<file path="src/soc_consts.svh">
`ifndef SOC_CONSTS_SVH
`define SOC_CONSTS_SVH

//////////////////////////////////////////////////////////////////////
// address map, top nibble of the byte address
//////////////////////////////////////////////////////////////////////

`define RAM_REGION_END  4'h2    // first nibble past the data ram
`define RTC_REGION_END  4'h8    // first nibble of the peripheral block

`define RAM_WORDS       256     // default data ram depth in words

// machine timer register offsets
`define RTC_MTIME_LO    4'h0
`define RTC_MTIME_HI    4'h4
`define RTC_CMP_LO      4'h8
`define RTC_CMP_HI      4'hC

// peripheral register offsets
`define PER_GPIO_OUT    5'h00
`define PER_GPIO_ADDR   5'h04
`define PER_BTN         5'h08
`define PER_UART_DATA   5'h0C
`define PER_UART_STAT   5'h10

`define UART_DIV        16      // clocks per uart bit

`define IRQ_MTI_BIT     7
`define IRQ_MEI_BIT     11

`endif
</file>
<file path="src/soc_pkg.sv">
package soc_pkg;

    typedef logic [31:0] addr_t;      // byte address
    typedef logic [31:0] data_t;      // bus word
    typedef logic [3:0]  sel_t;       // one bit per byte lane
    typedef logic [31:0] irq_vec_t;   // interrupt lines seen by the core

    typedef enum logic [1:0] {
        UART_IDLE,
        UART_START,
        UART_DATA,
        UART_STOP
    } uart_state_e;

    // overlay the selected byte lanes of new_w onto old_w
    function automatic data_t merge_bytes(data_t old_w, data_t new_w, sel_t sel);
        data_t res;
        res = old_w;
        for (int b = 0; b < 4; b++) begin
            if (sel[b]) begin
                res[8*b +: 8] = new_w[8*b +: 8];
            end
        end
        return res;
    endfunction

endpackage

</file>
<file path="src/wb_if.sv">
interface wb_if;
    import soc_pkg::*;

    logic  cyc;     // bus cycle in progress
    logic  stb;     // transfer request
    logic  we;      // write when high
    addr_t adr;
    data_t dat_w;   // master to slave
    data_t dat_r;   // slave to master
    sel_t  sel;
    logic  ack;     // one cycle per transfer

    modport master (
        output cyc,
        output stb,
        output we,
        output adr,
        output dat_w,
        output sel,
        input  dat_r,
        input  ack
    );

    modport slave (
        input  cyc,
        input  stb,
        input  we,
        input  adr,
        input  dat_w,
        input  sel,
        output dat_r,
        output ack
    );

endinterface

</file>
<file path="src/bus_decoder.sv">
`include "soc_consts.svh"

module bus_decoder (
    wb_if.slave  m,
    wb_if.master ram_s,
    wb_if.master rtc_s,
    wb_if.master per_s
);
    logic [3:0] region;
    logic       sel_ram;
    logic       sel_rtc;
    logic       sel_per;

    assign region = m.adr[31:28];

    always_comb begin
        sel_ram = 1'b0;
        sel_rtc = 1'b0;
        sel_per = 1'b0;
        if (m.cyc) begin
            if (region < `RAM_REGION_END) begin
                sel_ram = 1'b1;
            end else if (region < `RTC_REGION_END) begin
                sel_rtc = 1'b1;
            end else begin
                sel_per = 1'b1;  // everything above the timer window
            end
        end
    end

    //////////////////////////////////////////////////////////////////////
    // master side fan out, strobe only to the chosen slave
    //////////////////////////////////////////////////////////////////////

    assign ram_s.cyc   = m.cyc;
    assign ram_s.stb   = m.stb & sel_ram;
    assign ram_s.we    = m.we;
    assign ram_s.adr   = m.adr;
    assign ram_s.dat_w = m.dat_w;
    assign ram_s.sel   = m.sel;

    assign rtc_s.cyc   = m.cyc;
    assign rtc_s.stb   = m.stb & sel_rtc;
    assign rtc_s.we    = m.we;
    assign rtc_s.adr   = m.adr;
    assign rtc_s.dat_w = m.dat_w;
    assign rtc_s.sel   = m.sel;

    assign per_s.cyc   = m.cyc;
    assign per_s.stb   = m.stb & sel_per;
    assign per_s.we    = m.we;
    assign per_s.adr   = m.adr;
    assign per_s.dat_w = m.dat_w;
    assign per_s.sel   = m.sel;

    //////////////////////////////////////////////////////////////////////
    // return path, follows the address held for the current cycle
    //////////////////////////////////////////////////////////////////////

    always_comb begin
        if (sel_ram) begin
            m.dat_r = ram_s.dat_r;
            m.ack   = ram_s.ack;
        end else if (sel_rtc) begin
            m.dat_r = rtc_s.dat_r;
            m.ack   = rtc_s.ack;
        end else if (sel_per) begin
            m.dat_r = per_s.dat_r;
            m.ack   = per_s.ack;
        end else begin
            m.dat_r = '0;     // no cycle open
            m.ack   = 1'b0;
        end
    end

endmodule

</file>
<file path="src/flat_wrapper.sv">
// flat-port wrapper written by rule: the top's interface ports become plain ports
module bus_decoder_flat 
  (m_cyc, m_stb, m_we, m_adr, m_dat_w, m_sel, m_dat_r, m_ack, ram_s_cyc, ram_s_stb, ram_s_we, ram_s_adr, ram_s_dat_w, ram_s_sel, ram_s_dat_r, ram_s_ack, rtc_s_cyc, rtc_s_stb, rtc_s_we, rtc_s_adr, rtc_s_dat_w, rtc_s_sel, rtc_s_dat_r, rtc_s_ack, per_s_cyc, per_s_stb, per_s_we, per_s_adr, per_s_dat_w, per_s_sel, per_s_dat_r, per_s_ack);
  wb_if m_i ();
  wb_if ram_s_i ();
  wb_if rtc_s_i ();
  wb_if per_s_i ();
  input wire logic [$bits(m_i.cyc)-1:0] m_cyc;
  input wire logic [$bits(m_i.stb)-1:0] m_stb;
  input wire logic [$bits(m_i.we)-1:0] m_we;
  input wire logic [$bits(m_i.adr)-1:0] m_adr;
  input wire logic [$bits(m_i.dat_w)-1:0] m_dat_w;
  input wire logic [$bits(m_i.sel)-1:0] m_sel;
  output wire logic [$bits(m_i.dat_r)-1:0] m_dat_r;
  output wire logic [$bits(m_i.ack)-1:0] m_ack;
  output wire logic [$bits(ram_s_i.cyc)-1:0] ram_s_cyc;
  output wire logic [$bits(ram_s_i.stb)-1:0] ram_s_stb;
  output wire logic [$bits(ram_s_i.we)-1:0] ram_s_we;
  output wire logic [$bits(ram_s_i.adr)-1:0] ram_s_adr;
  output wire logic [$bits(ram_s_i.dat_w)-1:0] ram_s_dat_w;
  output wire logic [$bits(ram_s_i.sel)-1:0] ram_s_sel;
  input wire logic [$bits(ram_s_i.dat_r)-1:0] ram_s_dat_r;
  input wire logic [$bits(ram_s_i.ack)-1:0] ram_s_ack;
  output wire logic [$bits(rtc_s_i.cyc)-1:0] rtc_s_cyc;
  output wire logic [$bits(rtc_s_i.stb)-1:0] rtc_s_stb;
  output wire logic [$bits(rtc_s_i.we)-1:0] rtc_s_we;
  output wire logic [$bits(rtc_s_i.adr)-1:0] rtc_s_adr;
  output wire logic [$bits(rtc_s_i.dat_w)-1:0] rtc_s_dat_w;
  output wire logic [$bits(rtc_s_i.sel)-1:0] rtc_s_sel;
  input wire logic [$bits(rtc_s_i.dat_r)-1:0] rtc_s_dat_r;
  input wire logic [$bits(rtc_s_i.ack)-1:0] rtc_s_ack;
  output wire logic [$bits(per_s_i.cyc)-1:0] per_s_cyc;
  output wire logic [$bits(per_s_i.stb)-1:0] per_s_stb;
  output wire logic [$bits(per_s_i.we)-1:0] per_s_we;
  output wire logic [$bits(per_s_i.adr)-1:0] per_s_adr;
  output wire logic [$bits(per_s_i.dat_w)-1:0] per_s_dat_w;
  output wire logic [$bits(per_s_i.sel)-1:0] per_s_sel;
  input wire logic [$bits(per_s_i.dat_r)-1:0] per_s_dat_r;
  input wire logic [$bits(per_s_i.ack)-1:0] per_s_ack;
  assign m_i.cyc = m_cyc;
  assign m_i.stb = m_stb;
  assign m_i.we = m_we;
  assign m_i.adr = m_adr;
  assign m_i.dat_w = m_dat_w;
  assign m_i.sel = m_sel;
  assign m_dat_r = m_i.dat_r;
  assign m_ack = m_i.ack;
  assign ram_s_cyc = ram_s_i.cyc;
  assign ram_s_stb = ram_s_i.stb;
  assign ram_s_we = ram_s_i.we;
  assign ram_s_adr = ram_s_i.adr;
  assign ram_s_dat_w = ram_s_i.dat_w;
  assign ram_s_sel = ram_s_i.sel;
  assign ram_s_i.dat_r = ram_s_dat_r;
  assign ram_s_i.ack = ram_s_ack;
  assign rtc_s_cyc = rtc_s_i.cyc;
  assign rtc_s_stb = rtc_s_i.stb;
  assign rtc_s_we = rtc_s_i.we;
  assign rtc_s_adr = rtc_s_i.adr;
  assign rtc_s_dat_w = rtc_s_i.dat_w;
  assign rtc_s_sel = rtc_s_i.sel;
  assign rtc_s_i.dat_r = rtc_s_dat_r;
  assign rtc_s_i.ack = rtc_s_ack;
  assign per_s_cyc = per_s_i.cyc;
  assign per_s_stb = per_s_i.stb;
  assign per_s_we = per_s_i.we;
  assign per_s_adr = per_s_i.adr;
  assign per_s_dat_w = per_s_i.dat_w;
  assign per_s_sel = per_s_i.sel;
  assign per_s_i.dat_r = per_s_dat_r;
  assign per_s_i.ack = per_s_ack;
  bus_decoder u_core (.m(m_i), .ram_s(ram_s_i), .rtc_s(rtc_s_i), .per_s(per_s_i));
endmodule
</file>
<file path="config.mk">
export PLATFORM = sky130hd
export DESIGN_NAME = bus_decoder_flat
export DESIGN_NICKNAME = d
export VERILOG_FILES = /design/src/soc_pkg.sv /design/src/wb_if.sv /design/src/bus_decoder.sv /design/src/flat_wrapper.sv
export VERILOG_INCLUDE_DIRS = /design/src
export SDC_FILE = /design/constraint.sdc
export NUM_CORES = 1
export LEC_CHECK = 0
export ABC_AREA = 1
export BUFFER_PORTS_ARGS = -buffer_cell sky130_fd_sc_hd__buf_4
export CORE_AREA = 2 2 160 162
export DETAILED_ROUTE_END_ITERATION = 12
export DIE_AREA = 0 0 162 164
export GPL_ROUTABILITY_DRIVEN = 0
export GPL_TIMING_DRIVEN = 0
export PLACE_DENSITY_LB_ADDON = 0.3
export SYNTH_ARGS = -nofsm -noshare
export SYNTH_HDL_FRONTEND = slang
export SYNTH_SLANG_ARGS = --single-unit
</file>
<file path="constraint.sdc">
create_clock -name vclk -period 2.7
set_clock_uncertainty 0.05 [all_clocks]
set_input_delay 0.81 -clock vclk [all_inputs]
set_output_delay 0.81 -clock vclk [all_outputs]
set_load 0.02 [all_outputs]
</file>
==> results.md <==
* **result of the run** completed
* **via count of the first global-routing pass** 3255
* **quantity of I/O buffers inserted on ports** 350
* **hold-fix buffer count after cts** 0
* **maximum number of pins on one net before global-route repair** 11
* **cell occurring most often along the worst timing path** sky130_fd_sc_hd__buf_4
* **highest cell delay on the worst timing path** 0.18 ns
* **headroom to the max-slew limit** 86.4%
* **Die Footprint** 26600 um2
* **Fin. Hold Viols** 0
* **worst hold path endpoint** ram_s_dat_w[20]
* **slew at the pin closest to its max-slew limit** 0.203 ns
* **HPWL Detailed** 12300 um
* **area growth from synthesis to final layout** 132%
* **number of antenna violations at the first check in global routing** 0
* **Std-Cell Core Area** 24800 um2
* **total grt overflow** 0
* **leading area contributor after synthesis** sky130_fd_sc_hd__buf_4
* **total nets after synthesis** 542
* **cell depth of the worst min-delay path** 2
* **type of the worst min-delay path** primary input to primary output
* **sum of buffers and inverters on the critical path** 5
* **post-route fraction of the period consumed by the critical path** 97.3%
* **io pins** 416
* **Leak Pwr** 3.22 nW
* **via total after detailed routing** 3393
* **Required @ worst endpoint** 1.84 ns
* **DRC violation total after the first TritonRoute iteration** 81
* **share of the yosys chip area belonging to registers** 0%
* **seq_cells** 0
* **total detailed-routing wirelength** 14100 um
* **post-synthesis instance area** 2480 um2
* **worst endpoint data arrival time** 1.77 ns
* **proportion of layout cells with a drive suffix above 1** 84.5%
* **total power density per cell area** 193 nW/um2
* **endpoint kind of the worst setup timing path** primary output
* **first-pass detailed-route iteration total** 4
* **largest fanout of any net on the critical path** 7
* **DIE HEIGHT** 164 um
* **element type at the critical path start** primary input
* **largest delay contributor family on the critical path** buffers and inverters
* **unique cell type count in the Yosys netlist** 12
* **max-capacitance violation count** 0
* **via-per-instance ratio** 3.20
* **ordered list of cells on the worst path** buf_4 > inv_2 > nor2_4 > buf_8 > buf_4 > nand3_1 > nand3_2 > buf_4
* **fraction of synthesized cell area taken by the top area cell type** 64.4%
* **most frequent cell after synthesis** sky130_fd_sc_hd__buf_4
* **sequential cell area in the final layout** 0 um2
* **start point of the worst hold path** m_dat_w[20]
* **fin util** 23.2%
* **Final Max Tran Viols** 0
* **number of placement rows** 58
* **Antenna Diode Count** 0
* **Tot GR Track Use** 9.13%
* **finished layout cell area** 5770 um2
* **Final setup violation count** 0
* **upper clock frequency limit** 0.381 GHz
* **Setup Total Neg Slack** 0 ns
* **minimum period implied by the final worst setup slack** 2.63 ns
* **Worst Setup Path Type** primary input to primary output
* **Worst path slowest cell** sky130_fd_sc_hd__buf_8
* **highest ir drop seen on vdd** 0.0000599 V
* **wire length of the first global-routing pass** 18900 um
* **synthesized area per cell** 6.68 um2
* **total number of yosys warnings** 0
* **unrepaired setup endpoints after global routing** true
* **Layout Nets** 901
* **top cell types by occurrence after synthesis** 213 x sky130_fd_sc_hd__buf_4, 79 x sky130_fd_sc_hd__nand3_1, 36 x sky130_fd_sc_hd__nand2_1
* **detailed-route wire length per cell** 13.3 um
* **final-layout clock buffer total** 0
* **remaining antenna violation count after routing** 0
* **number of instances in the synthesized netlist** 372
* **Worst Hold Margin** 1.77 ns
* **cell area after placement** 5530 um2
* **initial core utilization** 10.0%
* **DRC violation count after routing** 0
* **Die X** 162 um
* **top cells by area in the synthesized netlist** sky130_fd_sc_hd__buf_4 64%, sky130_fd_sc_hd__nand3_1 16%, sky130_fd_sc_hd__nand3_2 8.1%, sky130_fd_sc_hd__nand2_1 5.4%, sky130_fd_sc_hd__buf_2 2.0%
## metrics by stage
step | total power [mW] | instances | worst slack (ns)
2_1_floorplan | 0.602 | 372 | 0.356
3_3_place_gp | 1.09 | 1052 | -0.145
3_5_place_dp | 1.09 | 1052 | -0.178
4_1_cts | 1.11 | 1055 | -0.0154
5_1_grt | 1.18 | 1059 | -0.00526
6_report | 1.11 | 1059 | 0.0734
## cells in the final DEF (no fill, tap or decap), drive strengths merged
cell type	instances
nand3	99
inv	5
buf	581
clkbuf	2
nand2	37
nor2	5
## power breakdown
group | switching [mW] | internal (mW)
clock | 0 | 0
sequential | 0 | 0
combinational | 0.512 | 0.602
## what timing repair did
action | CTS | global route
gates resized for setup | 22 | 13
buffers inserted | 3 | 2
cloned | 0 | 2
pin swaps | 0 | 2
setup endpoints to repair | 34 | 32
## layout make-up
cell class,count,area (um2)
Fill cell,2796,19100
Timing Repair Buffer,357,2760
Buffer,226,1770
Multi-Input combinational cell,141,806
Tap cell,330,413
Inverter,5,21.3
## per-layer routing
layer | vias up | routed length (um) | GRT usage, % | part of all wire, %
met5 | - | 0 | 0 | 0
met2 | 207 | 7520 | 17.8 | 53
met1 | 1478 | 5210 | 10.7 | 37
met3 | 8 | 1220 | 1.39 | 8.7
met4 | 0 | 136 | 1.05 | 0.97
li1 | 1700 | - | - | -
## logic make-up after synthesis
| group | Yosys count | share of synthesized area (%) |
|---|---|---|
| simple gates | 141 | 31.2 |
| buf+inv | 231 | 68.8 |
## worst max-delay path by stage
stage | startpoint | endpoint | slack, ns | cells past startpoint
finish | m_cyc | m_dat_r[31] | 0.07 | 8
CTS | m_cyc | m_dat_r[25] | -0.02 | 7
floorplan | m_adr[30] | ram_s_stb | 0.36 | 4
global route | m_cyc | m_dat_r[2] | -0.005 | 8
global placement | m_adr[30] | m_dat_r[14] | -0.14 | 6
detailed placement | m_adr[30] | m_dat_r[25] | -0.18 | 6
Power figures use the tool's default switching activity.
