`src/soc_consts.svh`:
```
`ifndef SOC_CONSTS_SVH
`define SOC_CONSTS_SVH

//////////////////////////////////////////////////////////////////////
// address map, top nibble of the byte address
//////////////////////////////////////////////////////////////////////

`define RAM_REGION_END  4'h2    // first nibble past the data ram
`define RTC_REGION_END  4'h8    // first nibble of the peripheral block

`define RAM_WORDS       256     // default data ram depth in words

// machine timer register offsets
`define RTC_MTIME_LO    4'h0
`define RTC_MTIME_HI    4'h4
`define RTC_CMP_LO      4'h8
`define RTC_CMP_HI      4'hC

// peripheral register offsets
`define PER_GPIO_OUT    5'h00
`define PER_GPIO_ADDR   5'h04
`define PER_BTN         5'h08
`define PER_UART_DATA   5'h0C
`define PER_UART_STAT   5'h10

`define UART_DIV        16      // clocks per uart bit

`define IRQ_MTI_BIT     7
`define IRQ_MEI_BIT     11

`endif
```
`src/soc_pkg.sv`:
```
package soc_pkg;

    typedef logic [31:0] addr_t;      // byte address
    typedef logic [31:0] data_t;      // bus word
    typedef logic [3:0]  sel_t;       // one bit per byte lane
    typedef logic [31:0] irq_vec_t;   // interrupt lines seen by the core

    typedef enum logic [1:0] {
        UART_IDLE,
        UART_START,
        UART_DATA,
        UART_STOP
    } uart_state_e;

    // overlay the selected byte lanes of new_w onto old_w
    function automatic data_t merge_bytes(data_t old_w, data_t new_w, sel_t sel);
        data_t res;
        res = old_w;
        for (int b = 0; b < 4; b++) begin
            if (sel[b]) begin
                res[8*b +: 8] = new_w[8*b +: 8];
            end
        end
        return res;
    endfunction

endpackage

```
`src/wb_if.sv`:
```
interface wb_if;
    import soc_pkg::*;

    logic  cyc;     // bus cycle in progress
    logic  stb;     // transfer request
    logic  we;      // write when high
    addr_t adr;
    data_t dat_w;   // master to slave
    data_t dat_r;   // slave to master
    sel_t  sel;
    logic  ack;     // one cycle per transfer

    modport master (
        output cyc,
        output stb,
        output we,
        output adr,
        output dat_w,
        output sel,
        input  dat_r,
        input  ack
    );

    modport slave (
        input  cyc,
        input  stb,
        input  we,
        input  adr,
        input  dat_w,
        input  sel,
        output dat_r,
        output ack
    );

endinterface

```
`src/periph_ctrl.sv`:
```
`include "soc_consts.svh"

module periph_ctrl #(
    parameter int unsigned uart_div = `UART_DIV
) (
    input  logic       clk,
    input  logic       rst_n_i,
    wb_if.slave        s,
    input  logic       btn_i,
    output logic [7:0] gpio_out_o,
    output logic [7:0] gpio_addr_o,
    output logic       uart_tx_o,
    output logic       mei_o
);
    import soc_pkg::*;

    localparam int unsigned cw = $clog2(uart_div);

    logic [4:0]    off;
    logic          ack_q;
    logic          req;
    logic          uart_wr;
    logic          xfer;
    logic          wr;
    data_t         rd_data;
    data_t         dat_r_q;
    logic [7:0]    gpio_out;
    logic [7:0]    gpio_addr;
    logic          btn_meta;
    logic          btn_sync;
    logic          btn_prev;
    logic          pending;
    uart_state_e   uart_state;
    logic [cw-1:0] div_cnt;
    logic [2:0]    bit_idx;
    logic [7:0]    shreg;
    logic          tx_q;
    logic          busy;
    logic          bit_done;

    assign off      = s.adr[4:0];
    assign req      = s.cyc & s.stb & ~ack_q;
    assign busy     = (uart_state != UART_IDLE);
    assign uart_wr  = req & s.we & (off == `PER_UART_DATA);
    assign xfer     = req & ~(uart_wr & busy);   // hold ack off while a frame is out
    assign wr       = xfer & s.we;
    assign bit_done = (div_cnt == cw'(uart_div - 1));

    always_comb begin
        case (off)
            `PER_GPIO_OUT:  rd_data = {24'h0, gpio_out};
            `PER_GPIO_ADDR: rd_data = {24'h0, gpio_addr};
            `PER_BTN:       rd_data = {30'h0, pending, btn_sync};
            `PER_UART_STAT: rd_data = {31'h0, busy};
            default:        rd_data = '0;   // uart data is write only
        endcase
    end

    always_ff @(posedge clk or negedge rst_n_i) begin
        if (!rst_n_i) begin
            ack_q     <= 1'b0;
            gpio_out  <= '0;
            gpio_addr <= '0;
            btn_meta  <= 1'b0;
            btn_sync  <= 1'b0;
            btn_prev  <= 1'b0;
            pending   <= 1'b0;
        end else begin
            ack_q    <= xfer;
            btn_meta <= btn_i;
            btn_sync <= btn_meta;
            btn_prev <= btn_sync;
            if (wr && s.sel[0] && off == `PER_GPIO_OUT) begin
                gpio_out <= s.dat_w[7:0];
            end
            if (wr && s.sel[0] && off == `PER_GPIO_ADDR) begin
                gpio_addr <= s.dat_w[7:0];
            end
            // a fresh edge wins over a clear in the same cycle
            pending <= (btn_sync & ~btn_prev) |
                       (pending & ~(wr && off == `PER_BTN && s.dat_w[1]));
        end
    end

    always_ff @(posedge clk) begin
        if (xfer) begin
            dat_r_q <= rd_data;
        end
    end

    //////////////////////////////////////////////////////////////////////
    // uart transmitter, 8N1, lsb first
    //////////////////////////////////////////////////////////////////////

    always_ff @(posedge clk or negedge rst_n_i) begin
        if (!rst_n_i) begin
            uart_state <= UART_IDLE;
            div_cnt    <= '0;
            bit_idx    <= '0;
            shreg      <= '0;
            tx_q       <= 1'b1;             // line idles high
        end else begin
            div_cnt <= bit_done ? '0 : div_cnt + 1'b1;
            case (uart_state)
                UART_IDLE: begin
                    div_cnt <= '0;
                    if (uart_wr && xfer) begin
                        shreg      <= s.dat_w[7:0];
                        tx_q       <= 1'b0;     // start bit
                        uart_state <= UART_START;
                    end
                end
                UART_START: begin
                    if (bit_done) begin
                        tx_q       <= shreg[0];
                        bit_idx    <= '0;
                        uart_state <= UART_DATA;
                    end
                end
                UART_DATA: begin
                    if (bit_done) begin
                        if (bit_idx == 3'd7) begin
                            tx_q       <= 1'b1;     // stop bit
                            uart_state <= UART_STOP;
                        end else begin
                            tx_q    <= shreg[1];
                            shreg   <= shreg >> 1;
                            bit_idx <= bit_idx + 3'd1;
                        end
                    end
                end
                UART_STOP: begin
                    if (bit_done) begin
                        uart_state <= UART_IDLE;
                    end
                end
                default: uart_state <= UART_IDLE;
            endcase
        end
    end

    assign s.ack       = ack_q;
    assign s.dat_r     = dat_r_q;
    assign gpio_out_o  = gpio_out;
    assign gpio_addr_o = gpio_addr;
    assign uart_tx_o   = tx_q;
    assign mei_o       = pending;

endmodule

```
`src/flat_wrapper.sv`:
```
// flat-port wrapper written by rule: the top's interface ports become plain ports
module periph_ctrl_flat import soc_pkg::*;
#(
    parameter int unsigned uart_div = `UART_DIV
)
  (clk, rst_n_i, btn_i, gpio_out_o, gpio_addr_o, uart_tx_o, mei_o, s_cyc, s_stb, s_we, s_adr, s_dat_w, s_sel, s_dat_r, s_ack);
  wb_if s_i ();
  input  logic clk;
  input  logic rst_n_i;
  input  logic btn_i;
  output logic [7:0] gpio_out_o;
  output logic [7:0] gpio_addr_o;
  output logic uart_tx_o;
  output logic mei_o;
  input wire logic [$bits(s_i.cyc)-1:0] s_cyc;
  input wire logic [$bits(s_i.stb)-1:0] s_stb;
  input wire logic [$bits(s_i.we)-1:0] s_we;
  input wire logic [$bits(s_i.adr)-1:0] s_adr;
  input wire logic [$bits(s_i.dat_w)-1:0] s_dat_w;
  input wire logic [$bits(s_i.sel)-1:0] s_sel;
  output wire logic [$bits(s_i.dat_r)-1:0] s_dat_r;
  output wire logic [$bits(s_i.ack)-1:0] s_ack;
  assign s_i.cyc = s_cyc;
  assign s_i.stb = s_stb;
  assign s_i.we = s_we;
  assign s_i.adr = s_adr;
  assign s_i.dat_w = s_dat_w;
  assign s_i.sel = s_sel;
  assign s_dat_r = s_i.dat_r;
  assign s_ack = s_i.ack;
  periph_ctrl #(.uart_div(uart_div)) u_core (.clk(clk), .rst_n_i(rst_n_i), .s(s_i), .btn_i(btn_i), .gpio_out_o(gpio_out_o), .gpio_addr_o(gpio_addr_o), .uart_tx_o(uart_tx_o), .mei_o(mei_o));
endmodule
```
`config.mk`:
```
export PLATFORM = sky130hd
export DESIGN_NAME = periph_ctrl_flat
export DESIGN_NICKNAME = d
export VERILOG_FILES = /design/src/soc_pkg.sv /design/src/wb_if.sv /design/src/periph_ctrl.sv /design/src/flat_wrapper.sv
export VERILOG_INCLUDE_DIRS = /design/src
export SDC_FILE = /design/constraint.sdc
export NUM_CORES = 1
export LEC_CHECK = 0
export BUFFER_PORTS_ARGS = -buffer_cell sky130_fd_sc_hd__buf_2
export CORE_AREA = 2 2 83 85
export DETAILED_ROUTE_END_ITERATION = 8
export DIE_AREA = 0 0 85 87
export PLACE_DENSITY_LB_ADDON = 0.25
export SLEW_MARGIN = 5
export SYNTH_ARGS = -nofsm -noshare
export SYNTH_HDL_FRONTEND = slang
export SYNTH_SLANG_ARGS = --single-unit
```
`constraint.sdc`:
```
create_clock -name clk -period 2.5 [get_ports clk]
set_clock_uncertainty 0.05 [all_clocks]
set_input_delay 0.375 -clock clk [delete_from_list [all_inputs] [get_ports clk]]
set_output_delay 0.375 -clock clk [all_outputs]
set_load 0.05 [all_outputs]
```
==> results of run 1 <==
[registers in the layout, indices dropped and copies added (netlist names)]
signal and cells:
u_core.btn_sync 1, u_core.gpio_out_o 8, u_core.div_cnt 4, u_core.uart_tx_o 1
u_core.btn_meta 1, u_core.mei_o 1, u_core.s.ack 1, u_core.shreg 8
u_core.uart_state 2, u_core.btn_prev 1, u_core.bit_idx 3, u_core.s.dat_r 8
u_core.gpio_addr_o 8
[cells by family after synthesis]
group | Yosys count | synth area share (%)
compound gates | 40 | 10.4
xor+xnor | 1 | 0.367
fa+ha+maj | 8 | 4.20
buf+inv | 37 | 9.96
flops | 47 | 51.0
mux | 30 | 13.4
other cells | 1 | 0.157
simple gates | 43 | 10.5
[per-layer routing]
layer | part of all wire [%] | vias to the layer above | global-route usage [%]
met2 | 43 | 50 | 19.4
met1 | 51 | 787 | 19.3
met4 | 1.5 | 0 | 4.91
met3 | 4.4 | 6 | 2.84
li1 | - | 795 | -
met5 | 0 | - | 0
[path summary, 6_finish.rpt]
| check | startpoint | to | slack (ns) | cells past startpoint |
|---|---|---|---|---|
| min in group clk | btn_i | u_core.btn_meta$_DFF_PN0_ | 0.13 | 1 |
| min | rst_n_i | u_core.bit_idx[2]$_DFFE_PN0P_ | 0.13 | 1 |
| max reg2reg | u_core.s.ack$_DFF_PN0_ | u_core.gpio_addr_o[7]$_DFFE_PN0P_ | 0.53 | 4 |
| max in group asynchronous | rst_n_i | u_core.bit_idx[0]$_DFFE_PN0P_ | 1.73 | 1 |
| min reg2reg | u_core.btn_meta$_DFF_PN0_ | u_core.btn_sync$_DFF_PN0_ | 0.30 | 0 |
| max | u_core.s.ack$_DFF_PN0_ | u_core.gpio_addr_o[7]$_DFFE_PN0P_ | 0.53 | 4 |
[where the power goes]
part	total (W)	switching, W	leakage (nW)	internal (W)
Clock	0.000578	0.000277	0.0548	0.000301
Combinational	0.000230	0.000188	0.735	0.0000415
Sequential	0.000808	0.0000111	0.577	0.000796
[per-stage QoR]
step | hold WS, ns | power, W | cells
after global routing | 0.117 | 0.00168 | 339
after global placement | 0.288 | 0.00105 | 331
after CTS | 0.118 | 0.00163 | 339
final | 0.126 | 0.00162 | 339
after detailed placement | 0.285 | 0.00105 | 331
after floorplan | 0.0294 | 0.00102 | 230
[Yosys cell counts (all sizes together), types with 2 or more instances]
cell,count,area (sq um)
o22ai,2,12.5
o31ai,3,27.5
a21oi,17,85.1
dfrtp,38,951
nand4b,2,17.5
edfxtp,8,240
inv,7,26.3
clkbuf,2,7.51
ha,8,100
nor2,11,41.3
nand3,2,10.0
mux2i,14,140
buf,28,204
mux2,16,180
nor3,4,31.3
a22o,3,26.3
nand3b,3,22.5
nand2,11,48.8
o21ai,9,45.0
and3,2,12.5
[cell type report]
class,instances,area (sq um)
Clock buffer,5,68.8
Clock inverter,3,46.3
Fill cell,660,3820
Inverter,7,26.3
Multi-Input combinational cell,146,1020
Sequential cell,47,1220
Tap cell,80,100
Timing Repair Buffer,51,268
==> results by group, run 1 <==
Clocking
  – H-tree levels: 2
  – Clock Latency Late Sink: 0.31 ns
  – Post-CTS Setup Bufs: 0
  – Longest Clk Path Bufs: 2
  – CTS clk-pin slew, worst paths: 0.10 ns
  – Hold-fix buffers at CTS: 0
  – CTS tree: yes
  – Root buffer cell: clkbuf_8
  – # clock sinks: 47
  – Num CTS Buffers: 5
  – Post-CTS Resized: 0

Pwr
  – Pleak: 1.37 nW
  – Maximum vdd ir drop: 0.000308 V
  – Power Dens Cells: 589 mW/mm^2

Routing
  – 1st-iter DRT viols: 81
  – 1st-pass router iterations: 4
  – Via-per-instance ratio: 4.83
  – Post-Route WL: 4780 microns
  – DRC violations left: 0
  – Per-cell routed wire length: 14.1 microns
  – Via count: 1638
  – Post-route ant nets: 0

STA
  – Setup violators final: 0
  – Final period utilization: 79.0%
  – Final setup TNS: 0 ns
  – Final min period: 1.97 ns
  – Worst Tran Pin Value: 0.870 ns
  – Max frequency: 0.506 GHz
  – Slew HR: 42.0%
  – Min setup slack post-route: 0.525 ns
  – Max-slew violation count: 0
  – Final hold viol count: 0
  – RSZ-0062 raised after global routing: no

Global route
  – First-pass GRT wire length: 7640 microns
  – Vias in the first global route: 1498
  – Total GRT Usage: 13.3%
  – Initial antenna violation count: 0
  – Grt ovf: 0
  – Largest net degree at the start of global routing: 40

Setup path
  – Worst Path Required: 2.65 ns
  – CP top delay family: simple AND/OR/NAND/NOR gates
  – Crit path cell chain: nand4b_1 > nor2_1 > nand3_1 > mux2_2
  – Startpoint types: flop
  – Worst-path cell with the longest stage delay: mux2_2
  – CP max FO: 8
  – Number of buffers and inverters on the critical path: 0
  – Max incr delay on CP: 0.42 ns
  – Crit path kind: flop to flop
  – Worst setup EP type: flop
  – Critical path arrival: 2.13 ns

Synthesis
  – Warnings from Yosys: 0
  – Async set or reset register ratio after synthesis: 83.0%
  – Synth Flop Type: dfrtp_1
  – Post-synth design cell area: 0.00239 sq mm
  – Register area share after synthesis: 51.0%
  – Post-Syn Area per Cell: 11.5 sq um
  – Post-synth cell types: 43
  – Number of flops mapped to enable cells by yosys: 8
  – Mapped Cells: 207
  – Seq cells post-synth: 47

Floorplan
  – Core area: 0.00657 sq mm
  – Io pins: 125
  – Die Y: 87 microns
  – Die area: 0.00740 sq mm
  – Rows: 30
  – Initial Util: 36.3%
  – Die X: 85 microns

Layout
  – Share of cells above drive strength 1: 31.7%
  – Post-layout nets: 340
  – Commonest cells after routing, fill and taps aside: 46 x buf_2, 38 x dfrtp_1, 24 x conb_1, 17 x a21oi_1, 16 x mux2_2
  – Antenna diodes: 0
  – Fin util: 41.8%
  – Cell area after layout: 0.00274 sq mm
  – Most common cell after layout, fill and taps aside: buf_2
  – Layout area overhead: 15.0%

Placement
  – Detail Placement HPWL: 3520 microns
  – Cell Area, Placed: 0.00263 sq mm
  – RePlAce Congestion: 0.768
  – Port-buffer cells: 46
  – Setup Slack @ Placement: 0.342 ns

Outcome
  – Status: completed

Min path
  – Hold/Removal Path Class: primary input to async pin

Run
  – Max-cap violations: 0
No activity file was read; power rests on OpenSTA's default activity.
==> run 2, diff against run 1 <==
==> constraint.sdc (replaced) <==
create_clock -name clk -period 2.06 [get_ports clk]
set_clock_uncertainty 0.05 [all_clocks]
set_input_delay 0.309 -clock clk [delete_from_list [all_inputs] [get_ports clk]]
set_output_delay 0.309 -clock clk [all_outputs]
set_load 0.05 [all_outputs]
==> run 2 against run 1 <==
  * Setup slack worse by 0.27 ns
  * Die area unchanged
  * Cell area up 1.6%
  * Non-clock buffer count up 6
  * Wire length down 2.2%
  * Register-to-register slack worse by 0.27 ns
  * Cell count up 1.8%
  * Fmax up 9.6%
  * First-iteration DRC count up 30%
  * Global-route usage down 0.42 points
  * Hold slack worse by 0.12 ns
  * Sequential share of layout area down 0.72 points
  * Critical path type unchanged
  * Largest power group unchanged
  * Highest routed layer unchanged
==> results by group, run 2 (synthesis results as in run 1) <==
Layout
  – Commonest cells after routing, fill and taps aside: 46 x buf_2, 38 x dfrtp_1, 24 x conb_1, 17 x a21oi_1, 16 x mux2_2
  – Post-layout nets: 346
  – Antenna diodes: 0
  – Layout area overhead: 16.9%
  – Fin util: 42.5%
  – Most common cell after layout, fill and taps aside: buf_2
  – Share of cells above drive strength 1: 33.2%

Setup path
  – Critical path arrival: 1.93 ns
  – Number of buffers and inverters on the critical path: 1
  – CP top delay family: compound AO/OA/AOI/OAI gates
  – Worst-path cell with the longest stage delay: o31ai_1
  – Max incr delay on CP: 0.46 ns
  – Startpoint types: flop
  – Crit path cell chain: inv_1 > ha_1 > o31ai_1 > nand2_4 > o32a_1
  – CP max FO: 7
  – Crit path kind: flop to flop
  – Worst setup EP type: flop
  – Worst Path Required: 2.19 ns

STA
  – Min Hold Slack: 0.00736 ns
  – Slew HR: 65.9%
  – Final hold viol count: 0
  – Worst Tran Pin Value: 0.512 ns
  – Max-slew violation count: 0
  – Final period utilization: 87.4%
  – RSZ-0062 raised after global routing: no
  – Max frequency: 0.555 GHz
  – Setup violators final: 0
  – Final setup TNS: 0 ns
  – Final min period: 1.80 ns

Clocking
  – Longest Clk Path Bufs: 2
  – CTS clk-pin slew, worst paths: 0.10 ns
  – Root buffer cell: clkbuf_8
  – Hold-fix buffers at CTS: 0
  – Clock Latency Late Sink: 0.30 ns
  – CTS tree: yes
  – Post-CTS Resized: 0
  – H-tree levels: 2
  – Post-CTS Setup Bufs: 0
  – # clock sinks: 47
  – Num CTS Buffers: 5

Routing
  – Met3 wire len: 268 microns
  – Per-cell routed wire length: 13.6 microns
  – Routed length on met1: 2330 microns
  – Routed wl met2: 2040 microns
  – Via-per-instance ratio: 4.82
  – 1st-pass router iterations: 4
  – 1st-iter DRT viols: 105
  – Top Layer Used: met4
  – Via count: 1662
  – Post-Route WL: 4680 microns
  – Post-route ant nets: 0
  – DRC violations left: 0

Floorplan
  – Die Y: 87 microns
  – Io pins: 125
  – Initial Util: 36.3%
  – Rows: 30
  – Die area: 0.00740 sq mm
  – Core area: 0.00657 sq mm
  – Die X: 85 microns

Global route
  – Initial antenna violation count: 0
  – Grt ovf: 0
  – Total GRT Usage: 12.9%
  – Largest net degree at the start of global routing: 40
  – Vias in the first global route: 1530
  – First-pass GRT wire length: 7520 microns

Placement
  – RePlAce Congestion: 0.753
  – Detail Placement HPWL: 3520 microns
  – Port-buffer cells: 46

Min path
  – Hold/Removal Path Class: primary input to async pin

Pwr
  – Pleak: 1.40 nW
  – Power Dens Cells: 699 mW/mm^2
  – Maximum vdd ir drop: 0.000400 V
  – Power Total: 0.00195 W

Run
  – Max-cap violations: 0

Outcome
  – Status: completed
## run 2: cell count changes in the layout (fill, tap and decap cells not counted), sizes merged
cell,change
buf,+6
## run 2: report_power, final
group / switching [W] / leakage (nW) / internal [W]
Combinational: 0.000228 / 0.764 / 0.0000515
Clock: 0.000325 / 0.0548 / 0.000366
Sequential: 0.0000127 / 0.577 / 0.000967
Total: 0.000566 / 1.40 / 0.00138
## run 2: path summary, 6_finish.rpt
path / start / endpoint / slack (ns) / depth (start not counted)
hold / removal: rst_n_i / u_core.shreg[6]$_DFFE_PN0P_ / 0.007 / 2
hold reg to reg: u_core.btn_meta$_DFF_PN0_ / u_core.btn_sync$_DFF_PN0_ / 0.31 / 0
max in group asynchronous: rst_n_i / u_core.btn_prev$_DFF_PN0_ / 1.59 / 2
min in group clk: btn_i / u_core.btn_meta$_DFF_PN0_ / 0.07 / 1
setup reg to reg: u_core.uart_state[0]$_DFFE_PN0P_ / u_core.uart_state[0]$_DFFE_PN0P_ / 0.26 / 5
setup / recovery: u_core.uart_state[0]$_DFFE_PN0P_ / u_core.uart_state[0]$_DFFE_PN0P_ / 0.26 / 5
## run 2: layer usage
metal  track usage, %  vias to the layer above
li1                 -                      808
met1             19.1                      793
met2             18.8                       59
met3             3.03                        2
met4             3.46                        0
met5                0                        -
## run 2: through the flow
step	setup slack, ns	cells	cell area [sq um]
3_3_place_gp	0.0917	337	2670
6_report	0.259	345	2790
2_1_floorplan	0.0871	230	2470
4_1_cts	0.256	345	2790
3_5_place_dp	0.117	337	2670
5_1_grt	0.116	345	2790
## run 2: layout make-up
cell class,instances,area [sq um]
fillers,643,3780
flip-flops and latches,47,1220
clock buffers,5,68.8
well taps,80,100
clock inverters,3,46.3
inverters,7,26.3
repair buffers,57,313
multi-input cells,146,1020
## run 2: worst register-to-register path, delay by kind of cell (launching register included)
kind                       cells  cell delay [ns]
adders and majority gates      1             0.30
AOI/OAI and AO/OA              2             0.76
DFF                            1             0.40
buffers and inverters          1             0.09
and+or+nand+nor                1             0.09
