<file path="config.mk">
export PLATFORM = sky130hd
export DESIGN_NAME = rtc_timer_flat
export DESIGN_NICKNAME = d
export VERILOG_FILES = /design/src/soc_pkg.sv /design/src/wb_if.sv /design/src/rtc_timer.sv /design/src/flat_wrapper.sv
export VERILOG_INCLUDE_DIRS = /design/src
export SDC_FILE = /design/constraint.sdc
export NUM_CORES = 1
export LEC_CHECK = 0
export ABC_CLOCK_PERIOD_IN_PS = 3270
export BUFFER_PORTS_ARGS = -buffer_cell sky130_fd_sc_hd__buf_4
export CAP_MARGIN = 20
export CORE_UTILIZATION = 43
export DETAILED_ROUTE_END_ITERATION = 10
export PLACE_DENSITY = 0.61
export SLEW_MARGIN = 15
export SYNTH_ARGS = -nofsm -noshare
export SYNTH_HDL_FRONTEND = slang
export SYNTH_SLANG_ARGS = --single-unit
</file>
<file path="constraint.sdc">
create_clock -name clk -period 3.27 [get_ports clk]
set_input_delay 0.654 -clock clk [delete_from_list [all_inputs] [get_ports clk]]
set_output_delay 0.654 -clock clk [all_outputs]
set_load 0.03 [all_outputs]
</file>
<file path="src/soc_consts.svh">
`ifndef SOC_CONSTS_SVH
`define SOC_CONSTS_SVH

//////////////////////////////////////////////////////////////////////
// address map, top nibble of the byte address
//////////////////////////////////////////////////////////////////////

`define RAM_REGION_END  4'h2    // first nibble past the data ram
`define RTC_REGION_END  4'h8    // first nibble of the peripheral block

`define RAM_WORDS       256     // default data ram depth in words

// machine timer register offsets
`define RTC_MTIME_LO    4'h0
`define RTC_MTIME_HI    4'h4
`define RTC_CMP_LO      4'h8
`define RTC_CMP_HI      4'hC

// peripheral register offsets
`define PER_GPIO_OUT    5'h00
`define PER_GPIO_ADDR   5'h04
`define PER_BTN         5'h08
`define PER_UART_DATA   5'h0C
`define PER_UART_STAT   5'h10

`define UART_DIV        16      // clocks per uart bit

`define IRQ_MTI_BIT     7
`define IRQ_MEI_BIT     11

`endif
</file>
<file path="src/soc_pkg.sv">
package soc_pkg;

    typedef logic [31:0] addr_t;      // byte address
    typedef logic [31:0] data_t;      // bus word
    typedef logic [3:0]  sel_t;       // one bit per byte lane
    typedef logic [31:0] irq_vec_t;   // interrupt lines seen by the core

    typedef enum logic [1:0] {
        UART_IDLE,
        UART_START,
        UART_DATA,
        UART_STOP
    } uart_state_e;

    // overlay the selected byte lanes of new_w onto old_w
    function automatic data_t merge_bytes(data_t old_w, data_t new_w, sel_t sel);
        data_t res;
        res = old_w;
        for (int b = 0; b < 4; b++) begin
            if (sel[b]) begin
                res[8*b +: 8] = new_w[8*b +: 8];
            end
        end
        return res;
    endfunction

endpackage

</file>
<file path="src/wb_if.sv">
interface wb_if;
    import soc_pkg::*;

    logic  cyc;     // bus cycle in progress
    logic  stb;     // transfer request
    logic  we;      // write when high
    addr_t adr;
    data_t dat_w;   // master to slave
    data_t dat_r;   // slave to master
    sel_t  sel;
    logic  ack;     // one cycle per transfer

    modport master (
        output cyc,
        output stb,
        output we,
        output adr,
        output dat_w,
        output sel,
        input  dat_r,
        input  ack
    );

    modport slave (
        input  cyc,
        input  stb,
        input  we,
        input  adr,
        input  dat_w,
        input  sel,
        output dat_r,
        output ack
    );

endinterface

</file>
<file path="src/rtc_timer.sv">
`include "soc_consts.svh"

module rtc_timer (
    input  logic clk,
    input  logic rst_n_i,
    wb_if.slave  s,
    output logic mti_o
);
    import soc_pkg::*;

    logic [63:0] mtime;
    logic [63:0] mtimecmp;
    logic [3:0]  off;
    logic        ack_q;
    logic        req;
    logic        wr;
    logic        mti_q;
    data_t       rd_data;
    data_t       dat_r_q;

    assign off = s.adr[3:0];
    assign req = s.cyc & s.stb & ~ack_q;
    assign wr  = req & s.we;

    always_comb begin
        case (off)
            `RTC_MTIME_LO: rd_data = mtime[31:0];
            `RTC_MTIME_HI: rd_data = mtime[63:32];
            `RTC_CMP_LO:   rd_data = mtimecmp[31:0];
            `RTC_CMP_HI:   rd_data = mtimecmp[63:32];
            default:       rd_data = '0;
        endcase
    end

    //////////////////////////////////////////////////////////////////////
    // counter and compare registers
    //////////////////////////////////////////////////////////////////////

    always_ff @(posedge clk or negedge rst_n_i) begin
        if (!rst_n_i) begin
            mtime    <= '0;
            mtimecmp <= '1;         // compare parked at max, no interrupt
            ack_q    <= 1'b0;
            mti_q    <= 1'b0;
        end else begin
            ack_q <= req;
            mti_q <= (mtime >= mtimecmp);
            mtime <= mtime + 64'd1;
            if (wr) begin
                case (off)
                    `RTC_MTIME_LO: mtime <= {mtime[63:32],
                                             merge_bytes(mtime[31:0], s.dat_w, s.sel)};
                    `RTC_MTIME_HI: mtime <= {merge_bytes(mtime[63:32], s.dat_w, s.sel),
                                             mtime[31:0]};
                    `RTC_CMP_LO:   mtimecmp[31:0]  <= merge_bytes(mtimecmp[31:0],
                                                                  s.dat_w, s.sel);
                    `RTC_CMP_HI:   mtimecmp[63:32] <= merge_bytes(mtimecmp[63:32],
                                                                  s.dat_w, s.sel);
                    default: ;
                endcase
            end
        end
    end

    always_ff @(posedge clk) begin
        if (req) begin
            dat_r_q <= rd_data;
        end
    end

    assign s.ack   = ack_q;
    assign s.dat_r = dat_r_q;
    assign mti_o   = mti_q;

endmodule

</file>
<file path="src/flat_wrapper.sv">
// flat-port wrapper written by rule: the top's interface ports become plain ports
module rtc_timer_flat import soc_pkg::*;
  (clk, rst_n_i, mti_o, s_cyc, s_stb, s_we, s_adr, s_dat_w, s_sel, s_dat_r, s_ack);
  wb_if s_i ();
  input  logic clk;
  input  logic rst_n_i;
  output logic mti_o;
  input wire logic [$bits(s_i.cyc)-1:0] s_cyc;
  input wire logic [$bits(s_i.stb)-1:0] s_stb;
  input wire logic [$bits(s_i.we)-1:0] s_we;
  input wire logic [$bits(s_i.adr)-1:0] s_adr;
  input wire logic [$bits(s_i.dat_w)-1:0] s_dat_w;
  input wire logic [$bits(s_i.sel)-1:0] s_sel;
  output wire logic [$bits(s_i.dat_r)-1:0] s_dat_r;
  output wire logic [$bits(s_i.ack)-1:0] s_ack;
  assign s_i.cyc = s_cyc;
  assign s_i.stb = s_stb;
  assign s_i.we = s_we;
  assign s_i.adr = s_adr;
  assign s_i.dat_w = s_dat_w;
  assign s_i.sel = s_sel;
  assign s_dat_r = s_i.dat_r;
  assign s_ack = s_i.ack;
  rtc_timer u_core (.clk(clk), .rst_n_i(rst_n_i), .s(s_i), .mti_o(mti_o));
endmodule
</file>
==> results.ini, run 1 <==
[outcome]
status = completed

[setup_path]
start_kind = register
path_depth = 8
crit_slowest_cell = o311ai_0
path_cells = inv_1, ha_1, o21ai_0, a21oi_1, o311ai_0, o2111ai_1, a31oi_1, o21ai_0
cp_data_required_time_ns = 3.57
cp-endpoint = u_core.mti_o
path_buf_inv = 1
crit_type = register to register
reg2reg_to = u_core.mti_o
r2r_setup_slack_ns = 0.61
r2r_start = u_core.mtimecmp[1]
arrival_ns = 2.96
startpoint = u_core.mtimecmp[1]
worstSetupEndpointType = register
r2r_cells = 8
worst_path_most_repeated_cell = o21ai_0
slowest_delay_ns = 0.63
critPathMaxFanout = 2
crit_family = compound AO/OA/AOI/OAI gates

[yosys]
synth_flop_cell = dfrtp_1
async_reset_ff_frac = 0.802
avgSynthCellArea_um2 = 9.18
synth-seq-cells = 162
yosysUniqueCellTypes = 54
netlist_area_um2 = 9840
yosys_warnings = 0
yosysSeqAreaShare = 0.437
synth_edf_count = 32
synthCells = 1071
syn_nets = 1209

[sta]
fin_tns_setup_ns = 0
skew_ns = 0.0115
fin_crit_sh = 0.814
rsz0062_at_grt = no
slew_violations = 0
relSlewSlack = 0.502
fmax_mhz = 375
setup_viol = 0
tightest_slew_ns = 0.738
min_period_ns = 2.66
final_hold_viol_count = 0

[drt]
wl_per_cell_um = 19.9
drtPass1Iterations = 6
viasPerCell = 5.98
via_count = 8598
wirelength_mm = 28.6
postRouteAntennaNets = 0
drc = 0
drt_iter0_markers = 669

[grt]
grt.total_usage = 0.252
grt_pass1_vias = 8140
grt_pass1_wl_mm = 46.0
antenna_found_initial = 0
overflow = 0
grt_max_degree = 60

[power_and_ir_drop]
powerDensity_nw_per_um2 = 526
p_int_mw = 4.09
vdd_drop_max_mv = 0.301
switching_share = 0.315
switchingPower_mw = 1.88
p_leak_nw = 5.13
pwr-share-clk = 0.334
comb_power_share = 0.206
seqPwrFrac = 0.460

[final_layout]
nets = 1282
fin_util = 0.514
mostFrequentLayoutCell = nand2_1
antenna_cells = 0
drive_above_1_share = 0.188
final_cell_mix = 134 x nand2_1, 99 x buf_4, 93 x nor2_1
design_area_um2 = 11400
area_growth_pct = 15.5

[clocking]
cts_buffers = 17
cts_resized = 0
h-tree-depth = 4
clock-sinks = 162
clock_path_buffers = 2
clk_pin_slew_ns = 0.07
clkLatencyLatePin_ns = 0.43
cts_tree = yes
cts-hold-fix-buffers = 0
root_buffer = clkbuf_16
cts_setup_buffers = 0

[die]
coreArea_um2 = 22100
die_area_um2 = 23500
pin_count = 107
fp-row-count = 54
die_w_um = 153
start_util = 0.445
fp.dieH_um = 153

[placed_design]
dp_hpwl_mm = 20.4
place_area_um2 = 10800
io_buffers = 78
routabilityCongestion = 0.891

[min_path]
hold_path_class = input port to async pin

[flow_run]
maxCapViolations = 0

-- final cells by class --
| class | count | area [um^2] |
|---|---|---|
| clock buffer | 22 | 464 |
| clock inverter | 10 | 110 |
| fill | 2069 | 10700 |
| inverter | 68 | 255 |
| multi-input combinational | 793 | 5080 |
| sequential | 162 | 4290 |
| tap | 280 | 350 |
| timing repair buffer | 102 | 803 |
-- stage by stage --
stage | total power [mW] | std cells | worst slack, ns | hold slack (ns)
after global routing | 6.29 | 1437 | 0.444 | 0.232
final | 5.97 | 1437 | 0.607 | 0.213
after detailed placement | 3.99 | 1405 | 0.466 | 0.509
after CTS | 6.00 | 1437 | 0.638 | 0.214
after floorplan | 3.52 | 1071 | 0.760 | 0.358
after global placement | 3.96 | 1405 | 0.488 | 0.505
-- state kept, by name, summed over array words and instances, names as in the netlist --
signal / count
u_core.s.dat_r: 32
u_core.s.ack: 1
u_core.mtime: 64
u_core.mti_o: 1
u_core.mtimecmp: 64
-- layer usage --
metal / track usage / part of all wire / vias up
li1: - / - / 4102
met1: 0.370 / 0.47 / 4181
met2: 0.381 / 0.46 / 282
met3: 0.0388 / 0.055 / 33
met4: 0.0770 / 0.018 / 0
met5: 0 / 0 / -
-- kinds of logic (layout without fill, tap and decap cells) --
group,Yosys count,in the layout,synth area share
AND/OR/NAND/NOR,372,372,0.178
AO/OA/AOI/OAI,288,288,0.186
flip-flops,162,162,0.437
buffers and inverters,116,202,0.0480
multiplexers,66,66,0.0673
adder cells (fa/ha/maj),65,65,0.0827
XOR/XNOR,2,2,0.00178
-- cells in the mapped netlist, types with 21 or more instances --
cell type / count / area [um^2]
edfxtp_1: 32 / 961
nand2_1: 134 / 503
nand3_1: 44 / 220
dfstp_2: 64 / 1680
nor2_1: 94 / 353
mux2i_1: 65 / 651
inv_1: 68 / 255
dfrtp_1: 66 / 1650
and3_1: 21 / 131
clkbuf_1: 28 / 105
o21ai_0: 88 / 440
a211oi_1: 29 / 218
o22ai_1: 37 / 231
ha_1: 65 / 813
a21oi_1: 64 / 320
-- worst min path at each step --
stage | endpoint | slack [ns] | cells after the start | from
after floorplan | u_core.mti_o | 0.36 | 0 | rst_n_i
after global placement | u_core.mtimecmp[46] | 0.51 | 2 | u_core.mtimecmp[46]
after detailed placement | u_core.mtimecmp[13] | 0.51 | 2 | u_core.mtimecmp[13]
after CTS | u_core.mtime[20] | 0.21 | 1 | rst_n_i
after global routing | u_core.mtime[23] | 0.23 | 1 | rst_n_i
final | u_core.mtime[20] | 0.21 | 1 | rst_n_i
-- power by group through the flow --
stage | Clock [mW] | Combinational [mW] | Sequential [mW]
floorplan | 0 | 0.826 | 2.69
global placement | 0 | 1.20 | 2.76
detailed placement | 0 | 1.22 | 2.77
CTS | 2.03 | 1.23 | 2.74
global route | 2.12 | 1.40 | 2.78
finish | 1.99 | 1.23 | 2.75
Note: power is estimated with default switching activity, not from simulation.
==> inputs of run 2 (changes only) <==
- ABC_CLOCK_PERIOD_IN_PS: 3270 -> 2160
- PLACE_DENSITY: 0.61 -> 0.63
- clock period: 3.27 -> 2.16 ns (I/O delays scaled with it)
==> run 2 against run 1 <==
Effect of this change:
- sequential share of layout area decreased by 3.4 points
- clock-buffer cell count increased by 2
- critical path depth unchanged
- routed wire length increased by 6.2%
- core utilization increased by 5.1 points
- non-clock buffer count increased by 124
- highest routed layer unchanged
==> results.ini, run 2 (synthesis gave the netlist of run 1 again) <==
[sta]
skew_ns = 0.0116
slew_violations = 0
min_period_ns = 2.10
fin_crit_sh = 0.972
fmax_mhz = 476
hold_slack_ns = 0.241
setup_viol = 0
final_hold_viol_count = 0
rsz0062_at_grt = yes
relSlewSlack = 0.644
tightest_slew_ns = 0.534

[final_layout]
drive_above_1_share = 0.284
antenna_cells = 0
nets = 1406
fin_util = 0.565
mostFrequentLayoutCell = buf_4
nFillCells = 1978
area_growth_pct = 27.0
final_cell_mix = 217 x buf_4, 133 x nand2_1, 89 x nor2_1

[setup_path]
worst_path_most_repeated_cell = buf_4
crit_type = register to register
cp_data_required_time_ns = 2.50
start_kind = register
crit_family = compound AO/OA/AOI/OAI gates
path_buf_inv = 2
crit_slowest_cell = o41ai_4
critPathMaxFanout = 8
path_cells = buf_4, nand3_1, nor2_2, buf_4, nand4_4, o41ai_4, a21oi_1, a311oi_1
r2r_cells = 8
slowest_delay_ns = 0.42
arrival_ns = 2.44
path_depth = 8
worstSetupEndpointType = register

[drt]
drtPass1Iterations = 5
wl_per_cell_um = 19.5
via_count = 9117
drc = 0
wirelength_mm = 30.4
postRouteAntennaNets = 0
viasPerCell = 5.84
drt_iter0_markers = 751

[placed_design]
routabilityCongestion = 0.911
dp_hpwl_mm = 22.3
io_buffers = 78

[die]
fp.dieH_um = 153
fp-row-count = 54
die_area_um2 = 23500
coreArea_um2 = 22100
pin_count = 107
die_w_um = 153
start_util = 0.445

[outcome]
status = completed

[clocking]
clkLatencyLatePin_ns = 0.43
root_buffer = clkbuf_16
h-tree-depth = 4
clk_pin_slew_ns = 0.07
cts_buffers = 17
cts_tree = yes
clock-sinks = 162
clock_path_buffers = 2

[power_and_ir_drop]
switchingPower_mw = 3.02
comb_power_share = 0.273
vdd_drop_max_mv = 0.470
pwr-share-clk = 0.321
seqPwrFrac = 0.407
switching_share = 0.314
powerDensity_nw_per_um2 = 771
p_int_mw = 6.62
p_leak_nw = 5.79

[grt]
grt_max_degree = 37
grt_pass1_vias = 8769
grt.total_usage = 0.264
antenna_found_initial = 0
grt_pass1_wl_mm = 48.3
overflow = 0

[min_path]
holdPathStages = 3
hold_path_class = input port to register

[flow_run]
maxCapViolations = 0

-- run 2: path summary, 6_finish.rpt --
| check | startpoint | end | slack (ns) |
|---|---|---|---|
| min in group asynchronous | rst_n_i | u_core.mtime[50] | 0.53 |
| hold reg to reg | u_core.mtimecmp[49] | u_core.mtimecmp[49] | 0.52 |
| setup reg to reg | u_core.mtime[2] | u_core.mtime[57] | 0.06 |
| hold / removal | s_dat_w[21] | u_core.mtimecmp[53] | 0.24 |
| setup / recovery | u_core.mtime[2] | u_core.mtime[57] | 0.06 |
| max in group asynchronous | rst_n_i | u_core.mtimecmp[0] | 0.98 |
-- run 2: tightest hold or removal path: stages --
cell and delay (ns):
buf_4 0.10, nand2_1 0.04, o21ai_0 0.06
-- run 2: per-stage QoR --
stage	setup TNS [ns]	instance area, um^2	instances	total power, mW	worst slack [ns]
2_1_floorplan	0	9840	1071	5.33	0.0832
3_3_place_gp	-6.43	11700	1521	6.41	-0.381
3_5_place_dp	-5.36	11700	1522	6.46	-0.267
4_1_cts	0	12300	1555	9.58	0.00457
5_1_grt	-0.0523	12500	1561	10.1	-0.0286
6_report	0	12500	1561	9.64	0.0612
-- run 2: per-layer routing --
layer,vias up,GRT usage,routed length [um],part of all wire
li1,4336,-,-,-
met1,4435,0.381,14300,0.47
met2,318,0.415,14000,0.46
met3,28,0.0357,1620,0.053
met4,0,0.0707,470,0.015
met5,-,0,0,0
-- run 2: cell type report --
cell class / instances / area (um^2) / area share
Clock buffer: 24 / 483 / 0.0387
Clock inverter: 8 / 104 / 0.00831
Inverter: 68 / 255 / 0.0204
Multi-Input combinational cell: 793 / 5230 / 0.418
Sequential cell: 162 / 4300 / 0.344
Tap cell: 280 / 350 / 0.0280
Timing Repair Buffer: 226 / 1780 / 0.142
-- run 2: power groups by stage --
stage | combinational (mW) | clock (mW) | sequential, mW
final | 2.63 | 3.09 | 3.92
after global routing | 2.89 | 3.24 | 3.97
after CTS | 2.54 | 3.12 | 3.91
after detailed placement | 2.50 | 0 | 3.96
after global placement | 2.46 | 0 | 3.95
after floorplan | 1.25 | 0 | 4.08
-- run 2: repair_timing --
item | CTS | global route
buffers inserted | 0 | 6
endpoints found under the setup margin | 6 | 21
hold endpoints to repair | 2 | 0
pin swaps | 3 | 13
hold buffers | 1 | 0
gates resized for setup | 10 | 28
==> inputs of run 3 (changes only) <==
- ABC_CLOCK_PERIOD_IN_PS: 2160 -> 1900
- GPL_TIMING_DRIVEN: unset -> 0
- clock period: 2.16 -> 1.9 ns (I/O delays scaled with it)
==> run 3 against run 2 <==
Effect of this change:
- total power rose by 19%
- non-clock buffer count fell by 4
- clock-buffer cell count fell by 4
- hold slack got worse by 0.049 ns
- routed wire length rose by 14%
- clock skew fell by 0.0032 ns
- the run now ends with negative setup slack left
- die area did not move
- fmax fell by 1.5%
==> results.ini, run 3 (synthesis gave the netlist of run 1 again) <==
[die]
pin_count = 107
start_util = 0.445
coreArea_um2 = 22100
die_w_um = 153
fp-row-count = 54
fp.dieH_um = 153
die_area_um2 = 23500

[setup_path]
crit_slowest_cell = dfstp_2
crit_type = register to register
r2r_setup_slack_ns = -0.23
path_cells = inv_1, ha_1, a21oi_1, o21ai_1, a22oi_1, o2111ai_4, a31oi_1, o21ai_1
worstSetupEndpointType = register
cp_data_required_time_ns = 2.21
arrival_ns = 2.44
crit_family = compound AO/OA/AOI/OAI gates
path_buf_inv = 1
slowest_delay_ns = 0.53
worst_path_most_repeated_cell = o21ai_1
start_kind = register
critPathMaxFanout = 2

[drt]
drc = 0
drtPass1Iterations = 7
wl_per_cell_um = 22.2
wirelength_mm = 34.5
drt_iter0_markers = 1126
viasPerCell = 6.20
postRouteAntennaNets = 0
via_count = 9668

[placed_design]
pre_cts_slack_ns = -0.934
io_buffers = 77
place_area_um2 = 10900
routabilityCongestion = 0.919
dp_hpwl_mm = 22.9

[sta]
worst_slack_ns = -0.231
fmax_mhz = 469
min_period_ns = 2.13
skew_ns = 0.00837
setup_viol = 28
relSlewSlack = 0.553
final_hold_viol_count = 0
rsz0062_at_grt = yes
fin_crit_sh = 1.12
slew_violations = 0
fin_tns_setup_ns = -2.20
tightest_slew_ns = 0.670
hold_slack_ns = 0.192

[final_layout]
drive_above_1_share = 0.381
final_cell_mix = 168 x buf_4, 118 x nand2_1, 79 x o21ai_0
nets = 1403
design_area_um2 = 13400
area_growth_pct = 36.6
mostFrequentLayoutCell = buf_4

[power_and_ir_drop]
p_leak_nw = 6.02
vdd_drop_max_mv = 0.502
totalPowerFinal_mw = 11.4
powerDensity_nw_per_um2 = 851

[clocking]
clkLatencyLatePin_ns = 0.44
clk_pin_slew_ns = 0.07
h-tree-depth = 4
cts_tree = yes
clock-sinks = 162
cts_buffers = 17
clock_path_buffers = 2
root_buffer = clkbuf_16

[outcome]
status = finished with violations
violations = negative setup slack

[grt]
grt.total_usage = 0.287
grt_pass1_wl_mm = 51.4
antenna_found_initial = 0
overflow = 0
grt_max_degree = 86
grt_pass1_vias = 8977

[flow_run]
maxCapViolations = 0

[min_path]
hold_path_class = input port to register

## run 3: per-layer routing
layer	share of wire	routed length, um	GRT usage
met1	0.42	14500	0.399
met2	0.47	16100	0.446
met3	0.088	3060	0.0510
met4	0.026	910	0.103
met5	0	0	0
## run 3: final timing paths
kind,from,endpoint,cells after the start
hold reg to reg,u_core.mtimecmp[17],u_core.mtimecmp[17],2
max in group asynchronous,rst_n_i,u_core.mtime[6],3
hold / removal,s_dat_w[14],u_core.mtimecmp[46],3
min in group asynchronous,rst_n_i,u_core.mtime[50],2
setup / recovery,u_core.mtimecmp[5],u_core.mti_o,8
setup reg to reg,u_core.mtimecmp[5],u_core.mti_o,8
## run 3: metrics by stage
step,instances,util
6_report,1559,0.608
5_1_grt,1558,0.608
4_1_cts,1519,0.575
3_5_place_dp,1430,0.492
3_3_place_gp,1428,0.489
2_1_floorplan,1071,-
## run 3: where the power goes
part	internal [mW]	total, mW	switching (mW)
clock network	2.17	3.68	1.51
registers	4.16	4.76	0.602
logic	1.35	2.98	1.63
## run 3: worst min-delay path, stage by stage
cell,delay (ns)
buf_4,0.11
nand2_1,0.04
o21ai_0,0.06
## run 3: cell type report
| class | count | area (um^2) |
|---|---|---|
| Buffer | 35 | 298 |
| Sequential cell | 162 | 4320 |
| Clock buffer | 20 | 467 |
| Inverter | 68 | 255 |
| Timing Repair Buffer | 187 | 1570 |
| Antenna cell | 1 | 2.50 |
| Tap cell | 280 | 350 |
| Multi-Input combinational cell | 794 | 6010 |
| Clock inverter | 12 | 154 |
| Fill cell | 1784 | 8660 |
## run 3: repair_timing
item / 4_1_cts / 5_1_grt
gates cloned: 3 / 1
setup buffers: 62 / 44
endpoints found under the setup margin: 161 / 115
pin swaps: 49 / 57
hold endpoints to repair: 10 / 0
resized for setup: 196 / 107
hold buffers: 1 / 0
